===== config.mk =====
export PLATFORM = sky130hd
export DESIGN_NAME = wide_port_ctrl
export DESIGN_NICKNAME = d
export VERILOG_FILES = /design/src/mem_geom_pkg.sv /design/src/xfer_pkg.sv /design/src/wide_port_ctrl.sv
export SDC_FILE = /design/constraint.sdc
export NUM_CORES = 1
export LEC_CHECK = 0
export BUFFER_PORTS_ARGS = -buffer_cell sky130_fd_sc_hd__buf_2
export CORE_AREA = 2 2 107 109
export CTS_CLUSTER_DIAMETER = 120
export DETAILED_ROUTE_END_ITERATION = 12
export DIE_AREA = 0 0 109 111
export GPL_TIMING_DRIVEN = 0
export PLACE_DENSITY = 0.74
export SLEW_MARGIN = 30
export SYNTH_ARGS = -nofsm -noshare
export SYNTH_HDL_FRONTEND = slang
export SYNTH_SLANG_ARGS = --single-unit
export TNS_END_PERCENT = 30

===== constraint.sdc =====
create_clock -name clkb -period 6.47 [get_ports clkb]
set_input_delay 1.294 -clock clkb [delete_from_list [all_inputs] [get_ports clkb]]
set_output_delay 1.294 -clock clkb [all_outputs]
set_load 0.005 [all_outputs]

===== src/mem_geom_pkg.sv =====
package mem_geom_pkg;

    // Wide side of the shared storage.
    localparam int WIDE_WIDTH      = 64;
    localparam int WIDE_ADDR_WIDTH = 6;
    localparam int MEM_DEPTH       = 2 ** WIDE_ADDR_WIDTH;  // 64 words.

    // Narrow side, four lanes per wide word.
    localparam int LANES             = 4;
    localparam int NARROW_WIDTH      = WIDE_WIDTH / LANES;
    localparam int LANE_SEL_WIDTH    = $clog2(LANES);
    localparam int NARROW_ADDR_WIDTH = WIDE_ADDR_WIDTH + LANE_SEL_WIDTH;

    // Data types.
    typedef logic [WIDE_WIDTH-1:0]   wide_word_t;
    typedef logic [NARROW_WIDTH-1:0] narrow_word_t;

    // Address fields.
    // A narrow address is the word index on top of the lane index.
    typedef logic [WIDE_ADDR_WIDTH-1:0]   wide_addr_t;
    typedef logic [NARROW_ADDR_WIDTH-1:0] narrow_addr_t;
    typedef logic [LANE_SEL_WIDTH-1:0]    lane_sel_t;

    // One write enable bit per lane, bit k covers bits k*16 upward.
    typedef logic [LANES-1:0] lane_mask_t;

endpackage

===== src/xfer_pkg.sv =====
package xfer_pkg;

    // Wide client request, 71 bits.
    typedef struct packed {
        logic                     write;  // 1 = write, 0 = read.
        mem_geom_pkg::wide_addr_t addr;
        mem_geom_pkg::wide_word_t wdata;
    } wide_cmd_t;

    // Narrow client request, 25 bits.
    // The address carries the lane in its low bits.
    typedef struct packed {
        logic                       write;  // 1 = write, 0 = read.
        mem_geom_pkg::narrow_addr_t addr;
        mem_geom_pkg::narrow_word_t wdata;
    } narrow_cmd_t;

endpackage


===== src/wide_port_ctrl.sv =====
module wide_port_ctrl (
    input  logic                     clkb,
    input  logic                     arst_n,
    input  logic                     req,
    input  xfer_pkg::wide_cmd_t      cmd,
    output logic                     ack,
    output mem_geom_pkg::wide_word_t rdata,
    // Toward the RAM.
    output logic                     en,
    output logic                     we,
    output mem_geom_pkg::wide_addr_t addr,
    output mem_geom_pkg::wide_word_t wdata,
    input  mem_geom_pkg::wide_word_t ram_rdata,
    input  logic                     ram_rvalid
);
    import mem_geom_pkg::*;
    import xfer_pkg::*;

    typedef enum logic [2:0] {
        st_idle, st_issue, st_wait_read, st_ack_high, st_ack_low
    } state_t;

    state_t     state;
    wide_cmd_t  cmd_q;
    wide_word_t rdata_q;

    always_ff @(posedge clkb or negedge arst_n) begin
        if (!arst_n) begin
            state <= st_idle;
            ack   <= 1'b0;
        end else begin
            case (state)
                st_idle:      if (req) state <= st_issue;  // New request.
                st_issue:     state <= st_wait_read;
                // A write only waits one cycle here.
                st_wait_read: if (cmd_q.write || ram_rvalid) begin
                    state <= st_ack_high;
                    ack   <= 1'b1;
                end
                st_ack_high:  if (!req) begin
                    state <= st_ack_low;
                    ack   <= 1'b0;
                end
                st_ack_low:   state <= st_idle;
                default:      state <= st_idle;
            endcase
        end
    end

    always_ff @(posedge clkb) begin
        if (state == st_idle && req) cmd_q <= cmd;
        if (state == st_wait_read && ram_rvalid) rdata_q <= ram_rdata;
    end

    assign en    = (state == st_issue);  // One cycle per request.
    assign we    = cmd_q.write;
    assign addr  = cmd_q.addr;
    assign wdata = cmd_q.wdata;
    assign rdata = rdata_q;

endmodule


# [Yosys cells after proc, flatten, opt, wreduce, memory -nomap -nowiden]
# Cells that the tools add are included.
[totals] output_inout_bits=137 register_bits=139 word_cells=26 in_bits=139
[classes] n_reduce_logical=7 n_eq_ne=6 n_mux=7
[op_table] cell="one-hot mux 3 bit (4 select lines)" count=1
[op_table] cell="two-way mux 3 bit" count=3
[op_table] cell="== test 3 x 2 -> 1 bit, second input constant" count=2
[op_table] cell="inequality test 2 bit, second input constant" count=3
[op_table] cell="AND reduction 3 bit" count=2
[op_table] cell="== test 3 x 1 -> 1 bit, second input constant" count=1
[op_table] cell="logical NOT 3 bit" count=1
[op_table] cell="logical AND 1 bit" count=2
[op_table] cell="two-way mux 1 bit" count=2
[op_table] cell="one-hot mux 1 bit (2 select lines)" count=1
[op_table] cell="nonzero test 2 bit" count=1
[op_table] cell="logical OR 1 bit" count=1

# [Depth between registers and ports, before layout]
[depth] depth_word=3 depth_mapped=3 ltp_nobuf=3

# [Least setup slack after synthesis]
# No wires, ideal clock.
[synth_path] path_type="input -> register" from="in ram_rvalid" to="reg rdata_q[0] (netlist: rdata[0]), enable pin" t_arrival_ns=5.925 n_path_buf=0 setup_time_ns=0.578 path_slack_ns=-0.033 required_ns=5.892 stages=1 path_cell_list="nor3b_1"
[synth_via] elab_chain_cells=1
[synth_lines] item="start, declared" line="wide_port_ctrl.sv:14" rtl="input logic ram_rvalid"
[synth_lines] item="logical AND 1 bit" line="wide_port_ctrl.sv:52" rtl="if (state == st_wait_read && ram_rvalid) rdata_q <= ram_rdata;"
[synth_lines] item="end signal, assigned" line="wide_port_ctrl.sv:52"
[synth_lines] item="end, declared" line="wide_port_ctrl.sv:25" rtl="wide_word_t rdata_q;"
# No other way between the ends.
# A chain may end at the register's enable or synchronous reset.

# [Final worst setup path]
[layout_path] from="in req" to="reg cmd_q, in the netlist wdata[3], enable pin"
[layout_via] elab_chain_cells=1
[layout_lines] item="start, declared" line="wide_port_ctrl.sv:4" rtl="input logic req,"
[layout_lines] item="logical AND 1 bit" line="wide_port_ctrl.sv:51" rtl="if (state == st_idle && req) cmd_q <= cmd;"
[layout_lines] item="end signal, assigned" line="wide_port_ctrl.sv:51"
[layout_lines] item="end, declared" line="wide_port_ctrl.sv:24" rtl="wide_cmd_t cmd_q;"
# No other way between the ends.

==> reports/results.txt <==
Outcome - completed
WHS - 0.5282 ns
Final Wtd Congestion - 0.7010
Max_slew headroom - 0.5464
F_max - 369.3 MHz
Post-Syn Area - 4258 um2
Slew Limit Fails - 0
Max Cap Violations - 0
Synth warnings - 0
Row count - 39
CP max FO - 12
Seq/Total Area, Yosys - 0.9756
Initial antenna violation count - 1
Gr busiest metal - met2
Met1 global-route usage - 0.1615
Synthesized flop and latch total - 139
Die span in x - 109 um
Layout Skew - 0.005863 ns
First-pass GRT wire length - 14.00 mm
Crit path arrival time - 2.82 ns
CTS tree - built
Resized Gates After CTS - 0
IO Pins - 276
Total Wirelength - 9.688 mm
DR vias/cell - 4.351
Worst-Skew Late Latency - 0.40 ns
Area Growth Syn to Fin - 53.25%
Root Buffer - clkbuf_16
LEAKAGE - 2.763 nW
VDD IR max - 0.0001928 V
DRT iter0 DRCs - 78
H-tree lvl count - 4
CTS max path bufs - 2
Routed Antenna Nets - 0
CP startpoint kind - primary input
Layout cell share with drive strength beyond 1 - 0.6745
Crit Path Class - primary input to flip-flop
Final total power - 2.553 mW
Fin crit share - 0.4185
GRT Util Overall - 0.1588
Met3 usage - 0.07584
CTS Sinks - 139
Dpl cell area - 5946 um2
DRC - 0
Port bufs - 275
Die area - 12100 um2
Setup ws final - 3.762 ns
Netlist cell types - 14
Slew @ Worst Pin - 0.6775 ns
Final setup fails - 0
Post-CTS Setup Bufs - 0
DP HPWL - 7.704 mm
Met2 Use GR - 0.2737
DP Worst Slack - 3.316 ns
Vias in the first global route - 2750
CTS Buf Count - 17
Die Ht - 111 um
Wire per inst - 15.80 um
Final Hold Vio Count - 0
Initial core utilization - 0.3844
Via count - 2667
Final design area excluding fillers - 6525 um2
Setup crit end kind - flip-flop
Clock-pin transition on the worst setup and hold timing paths - 0.06 ns
Minimum clock period - 2.708 ns
Mapped Cells - 154
Hold buffers post-CTS - 0
Mapped Nets - 293
Grt ovf - 0
Cell Pwr Density - 391.3 nW/um2
Largest net degree at the start of global routing - 17
Number of diodes - 0
Synthesized area per cell - 27.65 um2
DR pass1 iterations - 4
RSZ-0062 raised after global routing - no
# nets final - 598
Setup TNS - 0 ns
Hold WC Path Type - flip-flop to flip-flop
Core Area - 11080 um2
CP Data Required Time - 6.58 ns
## critical path, cell delays in order
cell     delay (ns)
buf_2          0.11
nor4b_4        0.57
buf_6          0.24
buf_6          0.16
buf_4          0.21
buf_4          0.21
## stage by stage
step                cells    util
global placement      572  0.5252
CTS                   613  0.5891
floorplan             154       -
detailed placement    583  0.5368
finish                613  0.5891
global route          613  0.5891
## synth_stat cells
library cell	instances	area share
edfxtp_1	135	0.95
dfrtp_1	4	0.024
nor2_1	2	0.0018
nor3_1	2	0.0024
nor3b_1	2	0.0035
a211oi_1	1	0.0018
and2b_1	1	0.0018
nand2b_2	1	0.0021
nor2b_1	1	0.0015
nor4b_2	1	0.0035
o21ai_0	1	0.0012
o21ai_1	1	0.0012
o21ba_1	1	0.0024
or2_1	1	0.0015
## area by class of cell
cell class,instances,area [um2]
fillers,862,4552
well taps,143,178.9
clock inverters,12,150.1
flip-flops and latches,139,4154
multi-input cells,15,123.9
repair buffers,286,1489
clock buffers,18,429.2
## layer usage
metal	wire, um	vias to the layer above
li1	-	1236
met1	3239	1228
met2	5063	189
met3	1235	12
met4	135	2
met5	13	-
## registers in the layout (all words and copies together) (netlist names)
| signal | flops |
|---|---|
| ack | 1 |
| addr | 6 |
| rdata | 64 |
| state | 3 |
| wdata | 64 |
| we | 1 |
## worst paths after layout
check | from | endpoint | slack [ns] | depth (start not counted)
max | req | wdata[3] | 3.76 | 6
min | state[2] | state[1] | 0.53 | 1
max reg2reg | state[2] | rdata[8] | 4.12 | 6
min reg2reg | state[2] | state[1] | 0.53 | 1
max in group asynchronous | arst_n | state[1] | 5.67 | 1
min in group asynchronous | arst_n | ack | 0.68 | 1
## power breakdown
group	switching, mW	total, mW	leakage [nW]	internal (mW)
Combinational	0.197	0.367	1.20	0.170
Clock	0.343	0.943	0.279	0.600
Sequential	0.0514	1.24	1.29	1.19
Total	0.592	2.55	2.76	1.96
## logic make-up after synthesis
kind of cell     share of synthesized area
AND/OR/NAND/NOR                    0.01793
flip-flops                          0.9756
AO/OA/AOI/OAI                     0.006463
## cell usage in the layout (no fill, tap or decap)
cell,synthesis,layout
edfxtp_1,135,135
or2_1,1,1
inv_6,0,1
and2b_1,1,1
clkbuf_1,0,1
o21ai_0,1,1
buf_2,0,275
o21ai_1,1,1
nand2b_2,1,1
clkinv_1,0,1
nor3b_1,2,1
clkinv_2,0,3
o21ba_1,1,1
nor3_1,2,2
nor2_1,2,2
a211oi_1,1,1
buf_4,0,3
clkbuf_16,0,17
clkinvlp_4,0,2
nor2b_1,1,1
nor3b_4,0,1
nor4b_4,0,1
dfrtp_1,4,4
bufinv_16,0,3
buf_6,0,8
clkinv_4,0,2
Power figures use the tool's default switching activity.
