File: config.mk
export PLATFORM = sky130hd
export DESIGN_NAME = narrow_port_ctrl
export DESIGN_NICKNAME = d
export VERILOG_FILES = /design/src/mem_geom_pkg.sv /design/src/xfer_pkg.sv /design/src/narrow_port_ctrl.sv
export SDC_FILE = /design/constraint.sdc
export NUM_CORES = 1
export LEC_CHECK = 0
export BUFFER_PORTS_ARGS = -buffer_cell sky130_fd_sc_hd__buf_2
export CAP_MARGIN = 30
export CORE_MARGIN = 3
export CORE_UTILIZATION = 37
export CTS_CLUSTER_DIAMETER = 40
export DETAILED_ROUTE_END_ITERATION = 8
export PLACE_DENSITY = 0.83
export SLEW_MARGIN = 0
export SYNTH_ARGS = -nofsm -noshare
export SYNTH_HDL_FRONTEND = slang
export SYNTH_SLANG_ARGS = --single-unit
File: constraint.sdc
create_clock -name clkb -period 2.4 [get_ports clkb]
set_clock_uncertainty 0.15 [all_clocks]
set_input_delay 0.6 -clock clkb [delete_from_list [all_inputs] [get_ports clkb]]
set_output_delay 0.6 -clock clkb [all_outputs]
set_load 0.02 [all_outputs]
File: src/mem_geom_pkg.sv
package mem_geom_pkg;

    // Wide side of the shared storage.
    localparam int WIDE_WIDTH      = 64;
    localparam int WIDE_ADDR_WIDTH = 6;
    localparam int MEM_DEPTH       = 2 ** WIDE_ADDR_WIDTH;  // 64 words.

    // Narrow side, four lanes per wide word.
    localparam int LANES             = 4;
    localparam int NARROW_WIDTH      = WIDE_WIDTH / LANES;
    localparam int LANE_SEL_WIDTH    = $clog2(LANES);
    localparam int NARROW_ADDR_WIDTH = WIDE_ADDR_WIDTH + LANE_SEL_WIDTH;

    // Data types.
    typedef logic [WIDE_WIDTH-1:0]   wide_word_t;
    typedef logic [NARROW_WIDTH-1:0] narrow_word_t;

    // Address fields.
    // A narrow address is the word index on top of the lane index.
    typedef logic [WIDE_ADDR_WIDTH-1:0]   wide_addr_t;
    typedef logic [NARROW_ADDR_WIDTH-1:0] narrow_addr_t;
    typedef logic [LANE_SEL_WIDTH-1:0]    lane_sel_t;

    // One write enable bit per lane, bit k covers bits k*16 upward.
    typedef logic [LANES-1:0] lane_mask_t;

endpackage
File: src/xfer_pkg.sv
package xfer_pkg;

    // Wide client request, 71 bits.
    typedef struct packed {
        logic                     write;  // 1 = write, 0 = read.
        mem_geom_pkg::wide_addr_t addr;
        mem_geom_pkg::wide_word_t wdata;
    } wide_cmd_t;

    // Narrow client request, 25 bits.
    // The address carries the lane in its low bits.
    typedef struct packed {
        logic                       write;  // 1 = write, 0 = read.
        mem_geom_pkg::narrow_addr_t addr;
        mem_geom_pkg::narrow_word_t wdata;
    } narrow_cmd_t;

endpackage

File: src/narrow_port_ctrl.sv
module narrow_port_ctrl (
    input  logic                       clkb,
    input  logic                       arst_n,
    input  logic                       req,
    input  xfer_pkg::narrow_cmd_t      cmd,
    output logic                       ack,
    output mem_geom_pkg::narrow_word_t rdata,
    // Toward the RAM.
    output logic                       en,
    output logic                       we,
    output mem_geom_pkg::narrow_addr_t addr,
    output mem_geom_pkg::narrow_word_t wdata,
    input  mem_geom_pkg::narrow_word_t ram_rdata,
    input  logic                       ram_rvalid
);
    import mem_geom_pkg::*;
    import xfer_pkg::*;

    typedef enum logic [2:0] {
        st_idle, st_issue, st_wait_read, st_ack_high, st_ack_low
    } state_t;

    state_t       state;
    narrow_cmd_t  cmd_q;
    narrow_word_t rdata_q;

    always_ff @(posedge clkb or negedge arst_n) begin
        if (!arst_n) begin
            state <= st_idle;
            ack   <= 1'b0;
        end else begin
            case (state)
                st_idle:      if (req) state <= st_issue;
                st_issue:     state <= st_wait_read;
                // Read wait depends on OUT_REG and MUX_LATENCY of the RAM.
                st_wait_read: if (cmd_q.write || ram_rvalid) begin
                    state <= st_ack_high;
                    ack   <= 1'b1;
                end
                st_ack_high:  if (!req) begin  // Held while the client keeps req.
                    state <= st_ack_low;
                    ack   <= 1'b0;
                end
                st_ack_low:   state <= st_idle;
                default:      state <= st_idle;
            endcase
        end
    end

    always_ff @(posedge clkb) begin
        if (state == st_idle && req) cmd_q <= cmd;
        if (state == st_wait_read && ram_rvalid) rdata_q <= ram_rdata;
    end

    assign en    = (state == st_issue);
    assign we    = cmd_q.write;
    assign addr  = cmd_q.addr;
    assign wdata = cmd_q.wdata;
    assign rdata = rdata_q;  // Stays put until the next read.

endmodule

* Word level (Yosys, flattened, before mapping)
Cells that the tools add are included.
** Word-level totals
- Register bits after elaboration :: 45
- Output and inout port bits :: 43
** Cells by class
- Equality and inequality tests :: 6
- Muxes and demuxes :: 7
- Reduce and logical (&&, ||, !) cells :: 7
** Operators by type and width (number)
- $pmux 3 s4 :: 1
- $mux 3 :: 3
- $eq 3x2->1 const B :: 2
- $ne 2x2->1 const B :: 3
- $reduce_and 3->1 :: 2
- $eq 3x1->1 const B :: 1
- $logic_not 3->1 :: 1
- $logic_and 1x1->1 :: 2
- $mux 1 :: 2
- $pmux 1 s2 :: 1
- $reduce_bool 2->1 :: 1
- $logic_or 1x1->1 :: 1

* Longest topological paths before layout
Gate-level depths: netlist (run 1).
- Depth in word-level cells :: 3
- Mapped depth :: 3
- Depth with buffers taken out :: 3

* Least setup slack after synthesis (run 1)
Ideal clock, no wire load.
- Kind :: in2reg
- Start point :: input port req
- End point :: register cmd_q (netlist bit addr[0]) (enable)
- Library setup time :: 0.424 ns
- Data arrival time :: 2.072 ns
- Data required time :: 1.826 ns
- Slack :: -0.247 ns
- Cell stages on the path :: 1
- Buffers on the path :: 0
- Path through :: nor4b_2
** Between the ends
- Word-level cells in the longest chain between the ends :: 1
** Ends and longest elaborated chain
- from (decl) :: RTL line narrow_port_ctrl.sv:4 : input logic req,
- $logic_and 1x1->1 :: RTL line narrow_port_ctrl.sv:51 : if (state == st_idle && req) cmd_q <= cmd;
- to (signal assigned) :: RTL line narrow_port_ctrl.sv:51
- to (decl) :: RTL line narrow_port_ctrl.sv:24 : narrow_cmd_t cmd_q;
No other way between the ends.
A chain may end at the register's enable or synchronous reset.

* Worst setup path in the final report (run 1)
- Start point :: register state[0]
- End point :: output port en
** Between the ends
- Word-level cells in the longest chain between the ends :: 1
** Ends and longest elaborated chain
- from (decl) :: RTL line narrow_port_ctrl.sv:23 : state_t state;
- from (signal assigned) :: RTL line narrow_port_ctrl.sv:29 : state <= st_idle;
- from (signal assigned) :: RTL line narrow_port_ctrl.sv:33 : st_idle: if (req) state <= st_issue;
- from (signal assigned) :: RTL line narrow_port_ctrl.sv:34 : st_issue: state <= st_wait_read;
- $eq 3x1->1 :: RTL line narrow_port_ctrl.sv:55 : assign en = (state == st_issue);
- to (decl) :: RTL line narrow_port_ctrl.sv:9 : output logic en,
No other way between the ends.

==> key figures, run 1 <==
Floorplanning
  – Site Rows: 22
  – Initial Utilization: roughly 39%
  – DIE AREA: 4660 um2
  – Die W: 68.3 um
  – Num ports: 88
  – Die height: 68.3 um
  – Core Area: 3690 um2

Outcome
  – Status: complete, no violations

Yosys
  – Cell area after synthesis: 1440 um2
  – Register bit total from synthesis: 45
  – Synth cell count leaders: edfxtp_1, dfrtp_1, nor2_1, nor3_1, nor3b_1
  – Post-synth EDFFs: 41
  – Post-Syn Nets: 105
  – Syn. warnings: 0
  – Synth area leaders: edfxtp_1, dfrtp_1, nor3b_1, nor4b_2, nor3_1
  – Synth top area share: 85.8%
  – Synth unique cells: 14
  – Gate Count Post-Synth: 60
  – Avg Cell Area, Syn: 23.9 um2
  – Count leader, synth: edfxtp_1
  – Cell taking the most area after synthesis: edfxtp_1
  – Async SR Flop Fraction: 8.89%
  – Sequential area share after synthesis: 92.8%
  – Ys flop type: edfxtp_1

Setup path
  – R2R depth: 2
  – CP Capture Type: primary output
  – Setup crit end: en
  – Worst Path Required: around 1.7 ns
  – Reg-to-reg endpoint: wdata[12]
  – R2R Setup Slk: 0.72 ns
  – WP data arrival: 1.27 ns
  – Crit. Startpoint: state[0]
  – Startpoint Class: flop
  – CP max FO: 7
  – Setup CP Type: reg2out
  – RR Startpoint: state[0]

Detailed routing
  – DR vias/cell: 4.31
  – Total wire length: 2.94 mm
  – Via count: 887
  – # DRC: 0
  – Pre-antenna DRT Iters: 4
  – Antenna viol nets, final: 0
  – Wirelength per Cell: 14.3 um
  – Detailed Route Iter0 Violations: just under 60

STA
  – Final Hold Viols: 0
  – RSZ-0062 raised after global routing: false
  – Final period util: between 80 and 90%
  – Setup-failing EPs final: 0
  – Fmax: 496 MHz
  – Tmin final: ~2.0 ns
  – Pins over their slew limit: 0
  – Worst Max-Slew Pin Slew: just under 0.3 ns
  – Setup TNS: 0 ns
  – Max_slew headroom: 80.3%

Clock network
  – Root buf cell: clkbuf_8
  – Worst-Skew Late Latency: 0.29 ns
  – Post-CTS Setup Inserts: 0
  – Reg clk slew, reported paths: 0.09 ns
  – TritonCTS buffer count: 5
  – CTS tree: built
  – CTS H-tree depth: 2
  – Max clock buf depth: 2
  – Clk sinks: 45

Power and ir drop
  – Power Density: 1010 nW/um2
  – Reg power frac: 53.9%
  – Comb pwr share: 24.1%
  – Power share of the clock group: 22.0%
  – Cell-internal power: 1.42 mW
  – NetSw: 0.656 mW
  – Peak supply drop: 0.615 mV
  – Leak: 0.872 nW
  – Sw frac: 31.6%

Global routing
  – M2 GR Usage: 19.1%
  – Initial antenna violation count: 0
  – First-pass GRT wire length: 3.80 mm
  – Most used routing layer: met2
  – Gr usage total: 11.7%
  – GRT overflow: 0
  – Met1 usage: a little over an eighth
  – Vias in the first global route: 825
  – GR Layer Usage met3: 4.43%
  – Largest net degree at the start of global routing: 25

Finish
  – NumNets Final: 202
  – Storage cell area: ~1300 um2
  – Ant. Diodes: 0
  – Filler Cells Inserted: 297
  – Non-Filler Instances: 206
  – Area Growth Syn to Fin: 43.5%
  – Multi-input gate area: 118 um2
  – Share of layout cells above drive strength 1: between 60% and 70%

Placement
  – Final GP Congestion: 0.827
  – I/O Buffers: 87
  – Post-Place Cells: approximately 200
  – Detailed Place HPWL: 2.30 mm

Flow run
  – Max-cap violations: 0

Hold path
  – Hold Crit Class: in2reg
==> worst max-delay path: stages, from the launching register on <==
cell     delay, ns
dfrtp_1       0.51
nor3b_1       0.25
buf_2         0.21
==> power by group through the flow <==
stage | sequential [mW] | combinational (mW) | clock (mW)
after floorplan | 1.28 | 0.147 | 0
after global placement | 1.12 | 0.488 | 0
after detailed placement | 1.13 | 0.502 | 0
after CTS | 1.12 | 0.506 | 0.473
after global routing | 1.13 | 0.537 | 0.512
final | 1.12 | 0.500 | 0.457
==> cells by family after synthesis <==
group	count (synthesis)	share of synthesized area, %
flops	45	92.8
simple gates	11	5.32
compound gates	4	1.92
==> area by class of cell <==
cell class	count	share of cell area [%]
Multi-Input combinational cell	15	5.71
Clock inverter	3	1.03
Tap cell	48	2.92
Sequential cell	45	64.6
Timing Repair Buffer	90	22.4
Clock buffer	5	3.34
==> cells in the final DEF, fill, tap and decap left out <==
cell / instances
clkbuf_8: 5
buf_2: 87
dfrtp_1: 4
o21ai_1: 1
nand2b_2: 1
edfxtp_1: 41
nor3b_2: 1
o21ai_0: 1
nor3b_1: 1
buf_4: 2
clkinv_2: 1
a211oi_1: 1
nor4b_4: 1
nor2b_1: 1
dlygate4sd3_1: 1
nor2_1: 2
nor3_1: 2
o21ba_1: 1
and2b_1: 1
inv_6: 1
or2_1: 1
clkinvlp_4: 1
==> through the flow <==
step           hold slack (ns)  worst slack, ns  total power, mW  utilization [%]  area (um2)
2_1_floorplan            0.154            0.352             1.43                -        1450
3_3_place_gp             0.252            0.668             1.61             53.1        1960
3_5_place_dp             0.259            0.588             1.64             53.1        1960
4_1_cts                  0.315            0.401             2.09             55.8        2060
5_1_grt                  0.302            0.292             2.18             55.8        2060
6_report                 0.325            0.383             2.08             55.8        2060
==> per-layer routing <==
layer / vias up / share of wire [%]
met5: - / 0
met4: 0 / 1.7
met3: 5 / 5.9
met2: 41 / 55
met1: 415 / 38
li1: 426 / -
==> how the worst min path moves through the flow <==
stage / depth (start not counted) / startpoint / slack, ns / endpoint
after global placement: 1 / arst_n / 0.25 / ack
after global routing: 1 / cmd[7] / 0.30 / wdata[7]
final: 1 / cmd[10] / 0.33 / wdata[10]
after CTS: 1 / cmd[6] / 0.32 / wdata[6]
after detailed placement: 1 / arst_n / 0.26 / state[0]
after floorplan: 0 / arst_n / 0.15 / ack
==> sequential cells by signal, summed over array words and instances, names as in the netlist <==
name	cells
wdata	16
ack	1
state	3
addr	8
rdata	16
we	1
==> repair_timing <==
item                                   CTS  global route
hold buffers                             1             0
setup endpoints to repair                0             0
endpoints found under the hold margin    4             0
resized for setup                        0             0
Note: power is estimated with default switching activity, not from simulation.
==> run 2, diff against run 1 <==
==> constraint.sdc (replaced) <==
create_clock -name clkb -period 1.7 [get_ports clkb]
set_clock_uncertainty 0.15 [all_clocks]
set_input_delay 0.425 -clock clkb [delete_from_list [all_inputs] [get_ports clkb]]
set_output_delay 0.425 -clock clkb [all_outputs]
set_load 0.02 [all_outputs]
==> run 2 against run 1 <==
Final cell count grew 0.97%; wire length down 0.51%; sequential power is 38% higher; worst hold slack worse by 0.17 ns; first-iteration DRC count decreased by 12%; sequential share of layout area is 1.3 points lower; critical path type unchanged; non-clock buffer count is 2 higher; largest power group unchanged; global-route usage grew 0.18 points; clock power grew 34%.
==> key figures, run 2 (synthesized netlist as in run 1, its figures left out) <==
Finish
  – Share of layout cells above drive strength 1: 65.0% (+1.7 points)
  – Multi-input gate area: 123 um2 (+4.3%)
  – Commonest non-fill, non-tap cells in the layout: buf_2, edfxtp_1, clkbuf_8
  – NumNets Final: 204 (+0.99%)
  – Area Growth Syn to Fin: 46.7%
  – Filler Cells Inserted: 312 (+5.1%)
  – Commonest non-fill, non-tap cell in the layout: buf_2
  – Ant. Diodes: 0 (unchanged)
  – Storage cell area: 1330 um2 (+0.19%)

Detailed routing
  – # DRC: 0 (unchanged)
  – Detailed Route Iter0 Violations: 52 (-12%)
  – DR vias/cell: 4.36 (+1.3%)
  – Via count: 907 (+2.3%)
  – Total wire length: 2.92 mm (-0.51%)
  – Antenna viol nets, final: 0 (unchanged)
  – Pre-antenna DRT Iters: 4 (unchanged)
  – Wirelength per Cell: 14.1 um (-1.5%)

Setup path
  – Setup CP Type: reg2out
  – WP data arrival: 1.06 ns (-0.21 ns)
  – R2R Setup Slk: 0.09 ns (-0.63 ns)
  – Worst Path Required: 1.12 ns (-0.53 ns)
  – CP max FO: 4 (-3)
  – Startpoint Class: flop
  – CP Capture Type: primary output

Power and ir drop
  – Comb pwr share: 27.7% (+3.6 points)
  – Reg power frac: 51.8% (-2.1 points)
  – NetSw: 0.915 mW (+39%)
  – Sw frac: 30.6% (-0.99 points)
  – Power share of the clock group: 20.5% (-1.5 points)
  – Peak supply drop: 0.883 mV (+44%)
  – Leak: 0.889 nW (+2.0%)
  – Power Density: 1420 nW/um2 (+41%)
  – Cell-internal power: 2.07 mW (+46%)

Clock network
  – CTS tree: built
  – Reg clk slew, reported paths: 0.08 ns (about the same)
  – Worst-Skew Late Latency: 0.29 ns (about the same)
  – TritonCTS buffer count: 5 (unchanged)
  – CTS H-tree depth: 2 (unchanged)
  – Root buf cell: clkbuf_8
  – Max clock buf depth: 2 (unchanged)
  – Clk sinks: 45 (unchanged)

STA
  – Tmin final: 1.63 ns
  – Worst Max-Slew Pin Slew: 0.329 ns (+0.0335 ns)
  – Setup-failing EPs final: 0 (unchanged)
  – Final Hold Viols: 0 (unchanged)
  – Max_slew headroom: 78.0% (-2.3 points)
  – Fmax: 612 MHz
  – Final period util: 96.1%
  – PnR worst setup slack: 0.0671 ns (-0.316 ns)
  – Pins over their slew limit: 0 (unchanged)
  – Hold WS: 0.156 ns (-0.169 ns)
  – RSZ-0062 raised after global routing: false

Floorplanning
  – Site Rows: 22 (unchanged)
  – DIE AREA: 4660 um2 (unchanged)
  – Core Area: 3690 um2 (unchanged)
  – Initial Utilization: 38.9% (unchanged)
  – Die height: 68.3 um (unchanged)
  – Num ports: 88 (unchanged)
  – Die W: 68.3 um (unchanged)

Global routing
  – Largest net degree at the start of global routing: 25 (unchanged)
  – GRT overflow: 0 (unchanged)
  – First-pass GRT wire length: 3.88 mm (+2.2%)
  – Initial antenna violation count: 0 (unchanged)
  – Gr usage total: 11.9% (+0.18 points)
  – Vias in the first global route: 844 (+2.3%)

Placement
  – I/O Buffers: 87 (unchanged)
  – Final GP Congestion: 0.873 (+5.6%)
  – Pre-CTS WS: 0.141 ns (-0.447 ns)
  – Detailed Place HPWL: 2.32 mm (+0.78%)

Outcome
  – Status: complete, no violations

Flow run
  – Max-cap violations: 0 (unchanged)

Hold path
  – Hold Crit Class: in2reg
[run 2: layout make-up]
type                    instances  share of cell area (%)
clock inverters                 3                   0.832
flip-flops and latches         45                    63.3
well taps                      48                    2.85
clock buffers                   5                    3.27
repair buffers                 92                    23.9
multi-input cells              15                    5.82
[run 2: repair_timing]
| item | CTS | global route |
|---|---|---|
| hold buffers | 1 | 0 |
| setup endpoints to repair | 1 | 1 |
| hold endpoints to repair | 4 | 0 |
| buffers inserted | 2 | 0 |
| gates resized for setup | 2 | 1 |
[run 2: final timing paths]
| kind | from | cells past startpoint | endpoint |
|---|---|---|---|
| setup reg to reg | state[0] | 3 | wdata[14] |
| setup / recovery | state[2] | 2 | en |
| max in group asynchronous | arst_n | 2 | state[0] |
| hold reg to reg | state[2] | 1 | state[1] |
| hold / removal | cmd[5] | 1 | wdata[5] |
| min in group asynchronous | arst_n | 2 | state[1] |
[run 2: through the flow]
stage	std cells	TNS [ns]	total power, mW	util (%)	area [um2]
after floorplan	60	-9.82	2.02	-	1450
after global placement	197	0	2.32	53.8	1990
after detailed placement	197	0	2.36	53.8	1990
after CTS	208	0	3.01	57.0	2100
after global routing	208	0	3.13	57.1	2110
final	208	0	2.99	57.1	2110
[run 2: power by group through the flow]
stage | sequential (mW) | combinational (mW) | clock (mW)
floorplan | 1.81 | 0.206 | 0
global placement | 1.59 | 0.727 | 0
detailed placement | 1.61 | 0.748 | 0
CTS | 1.55 | 0.835 | 0.631
global route | 1.57 | 0.893 | 0.674
finish | 1.55 | 0.829 | 0.612
[run 2: worst max-delay path, cell delays in order, from the launching register on]
cell,delay [ns]
dfrtp_1,0.44
nor3b_2,0.17
buf_4,0.16
[run 2: metal layers]
metal | GRT usage, % | share of wire, % | vias to the layer above
met4 | 4.47 | 1.5 | 0
met5 | 0 | 0 | -
li1 | - | - | 431
met1 | 14.4 | 37 | 421
met3 | 4.93 | 8.8 | 5
met2 | 19.0 | 53 | 50
==> run 3, diff against run 2 <==
==> constraint.sdc (replaced) <==
create_clock -name clkb -period 1.7 [get_ports clkb]
set_clock_uncertainty 0.15 [all_clocks]
set_input_delay 0 -clock clkb [delete_from_list [all_inputs] [get_ports clkb]]
set_output_delay 0 -clock clkb [all_outputs]
set_load 0.02 [all_outputs]
==> run 3 against run 2 <==
Power is 6.0% higher; die area stayed put; sequential power hardly changed; final cell count is 20% higher; worst setup slack better by 0.071 ns; wire length is 24% higher; highest routed layer unchanged; clock-buffer cell count is 1 higher; global-route usage is 3.6 points higher; worst hold slack better by 0.11 ns; via count is 19% higher.
==> key figures, run 3 (synthesized netlist as in run 1, its figures left out) <==
Finish
  – NumNets Final: 246 (+21%)
  – Post-Route Utilization: 68.9% (+12 points)
  – Commonest non-fill, non-tap cells in the layout: buf_2, dlygate4sd3_1, edfxtp_1
  – Post-route cell area: 2540 um2 (+21%)
  – Ant. Diodes: 0 (unchanged)
  – Area Growth Syn to Fin: 77.2%
  – Share of layout cells above drive strength 1: 49.0% (-16 points)
  – Non-Filler Instances: 250 (+20%)
  – Commonest non-fill, non-tap cell in the layout: buf_2

Power and ir drop
  – Power share of the clock group: 23.9% (+3.4 points)
  – Power Density: 1250 nW/um2 (-12%)
  – Cell-internal power: 2.25 mW (+8.4%)
  – Peak supply drop: 1.09 mV (+23%)
  – Sw frac: 29.0% (-1.6 points)
  – Leak: 1.07 nW (+20%)
  – Comb pwr share: 26.1% (-1.6 points)
  – NetSw: 0.920 mW (+0.47%)
  – Reg power frac: 50.0% (-1.8 points)

Setup path
  – R2R Setup Slk: 0.14 ns (+0.05 ns)
  – RR Startpoint: state[2]
  – CP Capture Type: flop
  – Reg-to-reg endpoint: rdata[2]
  – R2R depth: 3 (unchanged)
  – Worst Path Required: 1.55 ns (+0.43 ns)
  – CP max FO: 16 (+12)
  – Setup CP Type: reg2reg
  – WP data arrival: 1.41 ns (+0.35 ns)
  – Startpoint Class: flop

Global routing
  – Gr usage total: 15.5% (+3.6 points)
  – Vias in the first global route: 1128 (+34%)
  – Largest net degree at the start of global routing: 25 (unchanged)
  – GRT overflow: 0 (unchanged)
  – First-pass GRT wire length: 5.06 mm (+30%)
  – Initial antenna violation count: 0 (unchanged)

Detailed routing
  – Met2 WL: 2.04 mm (+33%)
  – # DRC: 0 (unchanged)
  – Met1 Wirelength: 1.30 mm (+20%)
  – Wirelength per Cell: 14.5 um (+3.2%)
  – Via count: 1079 (+19%)
  – Antenna viol nets, final: 0 (unchanged)
  – Max Used Layer: met4
  – Pre-antenna DRT Iters: 4 (unchanged)
  – Detailed Route Iter0 Violations: 78 (+50%)
  – Routed length on met3: 212 um (-18%)
  – Total wire length: 3.63 mm (+24%)
  – DR vias/cell: 4.32 (-1.0%)

Clock network
  – CTS H-tree depth: 2 (unchanged)
  – Clk sinks: 45 (unchanged)
  – Worst-Skew Late Latency: 0.28 ns (about the same)
  – Post_cts resized: 0 (-2)
  – CTS tree: built
  – Root buf cell: clkbuf_8
  – Reg clk slew, reported paths: 0.08 ns (about the same)
  – Max clock buf depth: 2 (unchanged)
  – TritonCTS buffer count: 5 (unchanged)

Hold path
  – Hold path depth: 2 (+1)
  – Hold Crit Class: in2reg
  – Hold wc startpoint: cmd[24]
  – Hold Path End: we

Floorplanning
  – Site Rows: 22 (unchanged)
  – Die height: 68.3 um (unchanged)
  – Num ports: 88 (unchanged)
  – DIE AREA: 4660 um2 (unchanged)
  – Core Area: 3690 um2 (unchanged)
  – Initial Utilization: 38.9% (unchanged)
  – Die W: 68.3 um (unchanged)

Placement
  – Post-Place Cells: 197 (unchanged)
  – Final GP Congestion: 0.707 (-19%)
  – Placed Instance Area: 1990 um2 (unchanged)
  – Detailed Place HPWL: 2.31 mm (-0.52%)
  – I/O Buffers: 87 (unchanged)

STA
  – Worst Max-Slew Pin Slew: 0.343 ns (+0.0141 ns)
  – RSZ-0062 raised after global routing: false
  – Pins over their slew limit: 0 (unchanged)
  – Final Hold Viols: 0 (unchanged)
  – Fmax: 640 MHz (+4.5%)
  – Final period util: 91.9% (-4.2 points)
  – Setup-failing EPs final: 0 (unchanged)
  – Max_slew headroom: 77.0% (-0.94 points)
  – Setup TNS: 0 ns (unchanged)
  – Tmin final: 1.56 ns (-0.0710 ns)

Flow run
  – Max-cap violations: 0 (unchanged)

Outcome
  – Status: complete, no violations
-- run 3: changes by cell type in the layout (fill, tap and decap cells not counted) --
cell,previous run,this run
dlygate4sd3_1,1,45
bufinv_16,0,1
dfrtp_2,2,1
buf_2,86,87
buf_4,3,0
nor3b_2,2,1
dfrtp_1,2,3
clkinv_4,1,0
nor3b_1,0,1
clkinv_2,1,0
clkbuf_1,0,1
-- run 3: cell type report --
cell class                 count  area (um2)
sequential                    45        1330
fill                         269        1150
timing repair buffer         134         926
multi-input combinational     15         118
clock buffer                   6        72.6
tap                           48        60.1
clock inverter                 2        33.8
-- run 3: critical path: stages (launching register included) --
cell      delay, ns
dfrtp_1        0.44
nand2b_2       0.24
nor3b_2        0.26
buf_12         0.18
-- run 3: metal layers --
metal / global-route usage [%] / vias up
li1: - / 513
met1: 16.7 / 509
met2: 28.6 / 51
met3: 3.61 / 6
met4: 6.95 / 0
met5: 0 / -
-- run 3: power by group through the flow --
stage	clock (mW)	combinational (mW)	sequential [mW]
floorplan	0	0.206	1.81
global placement	0	0.726	1.59
detailed placement	0	0.745	1.60
CTS	0.764	0.828	1.58
global route	0.820	0.890	1.61
finish	0.756	0.828	1.58
-- run 3: through the flow --
step / hold WS (ns) / total power [mW] / worst slack, ns
finish: 0.270 / 3.17 / 0.138
global placement: -0.343 / 2.31 / 0.186
floorplan: -0.446 / 2.02 / -0.260
CTS: 0.267 / 3.17 / 0.127
detailed placement: -0.340 / 2.35 / 0.154
global route: 0.262 / 3.32 / 0.0756
-- run 3: worst max-delay path by stage --
| stage | from | depth (start not counted) | slack (ns) | end |
|---|---|---|---|---|
| global placement | state[2] | 3 | 0.19 | rdata[11] |
| floorplan | state[0] | 1 | -0.26 | addr[0] |
| global route | state[2] | 3 | 0.08 | rdata[3] |
| CTS | state[2] | 3 | 0.13 | rdata[3] |
| finish | state[2] | 3 | 0.14 | rdata[2] |
| detailed placement | state[2] | 3 | 0.15 | rdata[11] |
-- run 3: timing repair --
action,CTS,global route
hold buffers,45,0
endpoints found under the setup margin,0,0
setup buffers,0,0
endpoints found under the hold margin,48,0
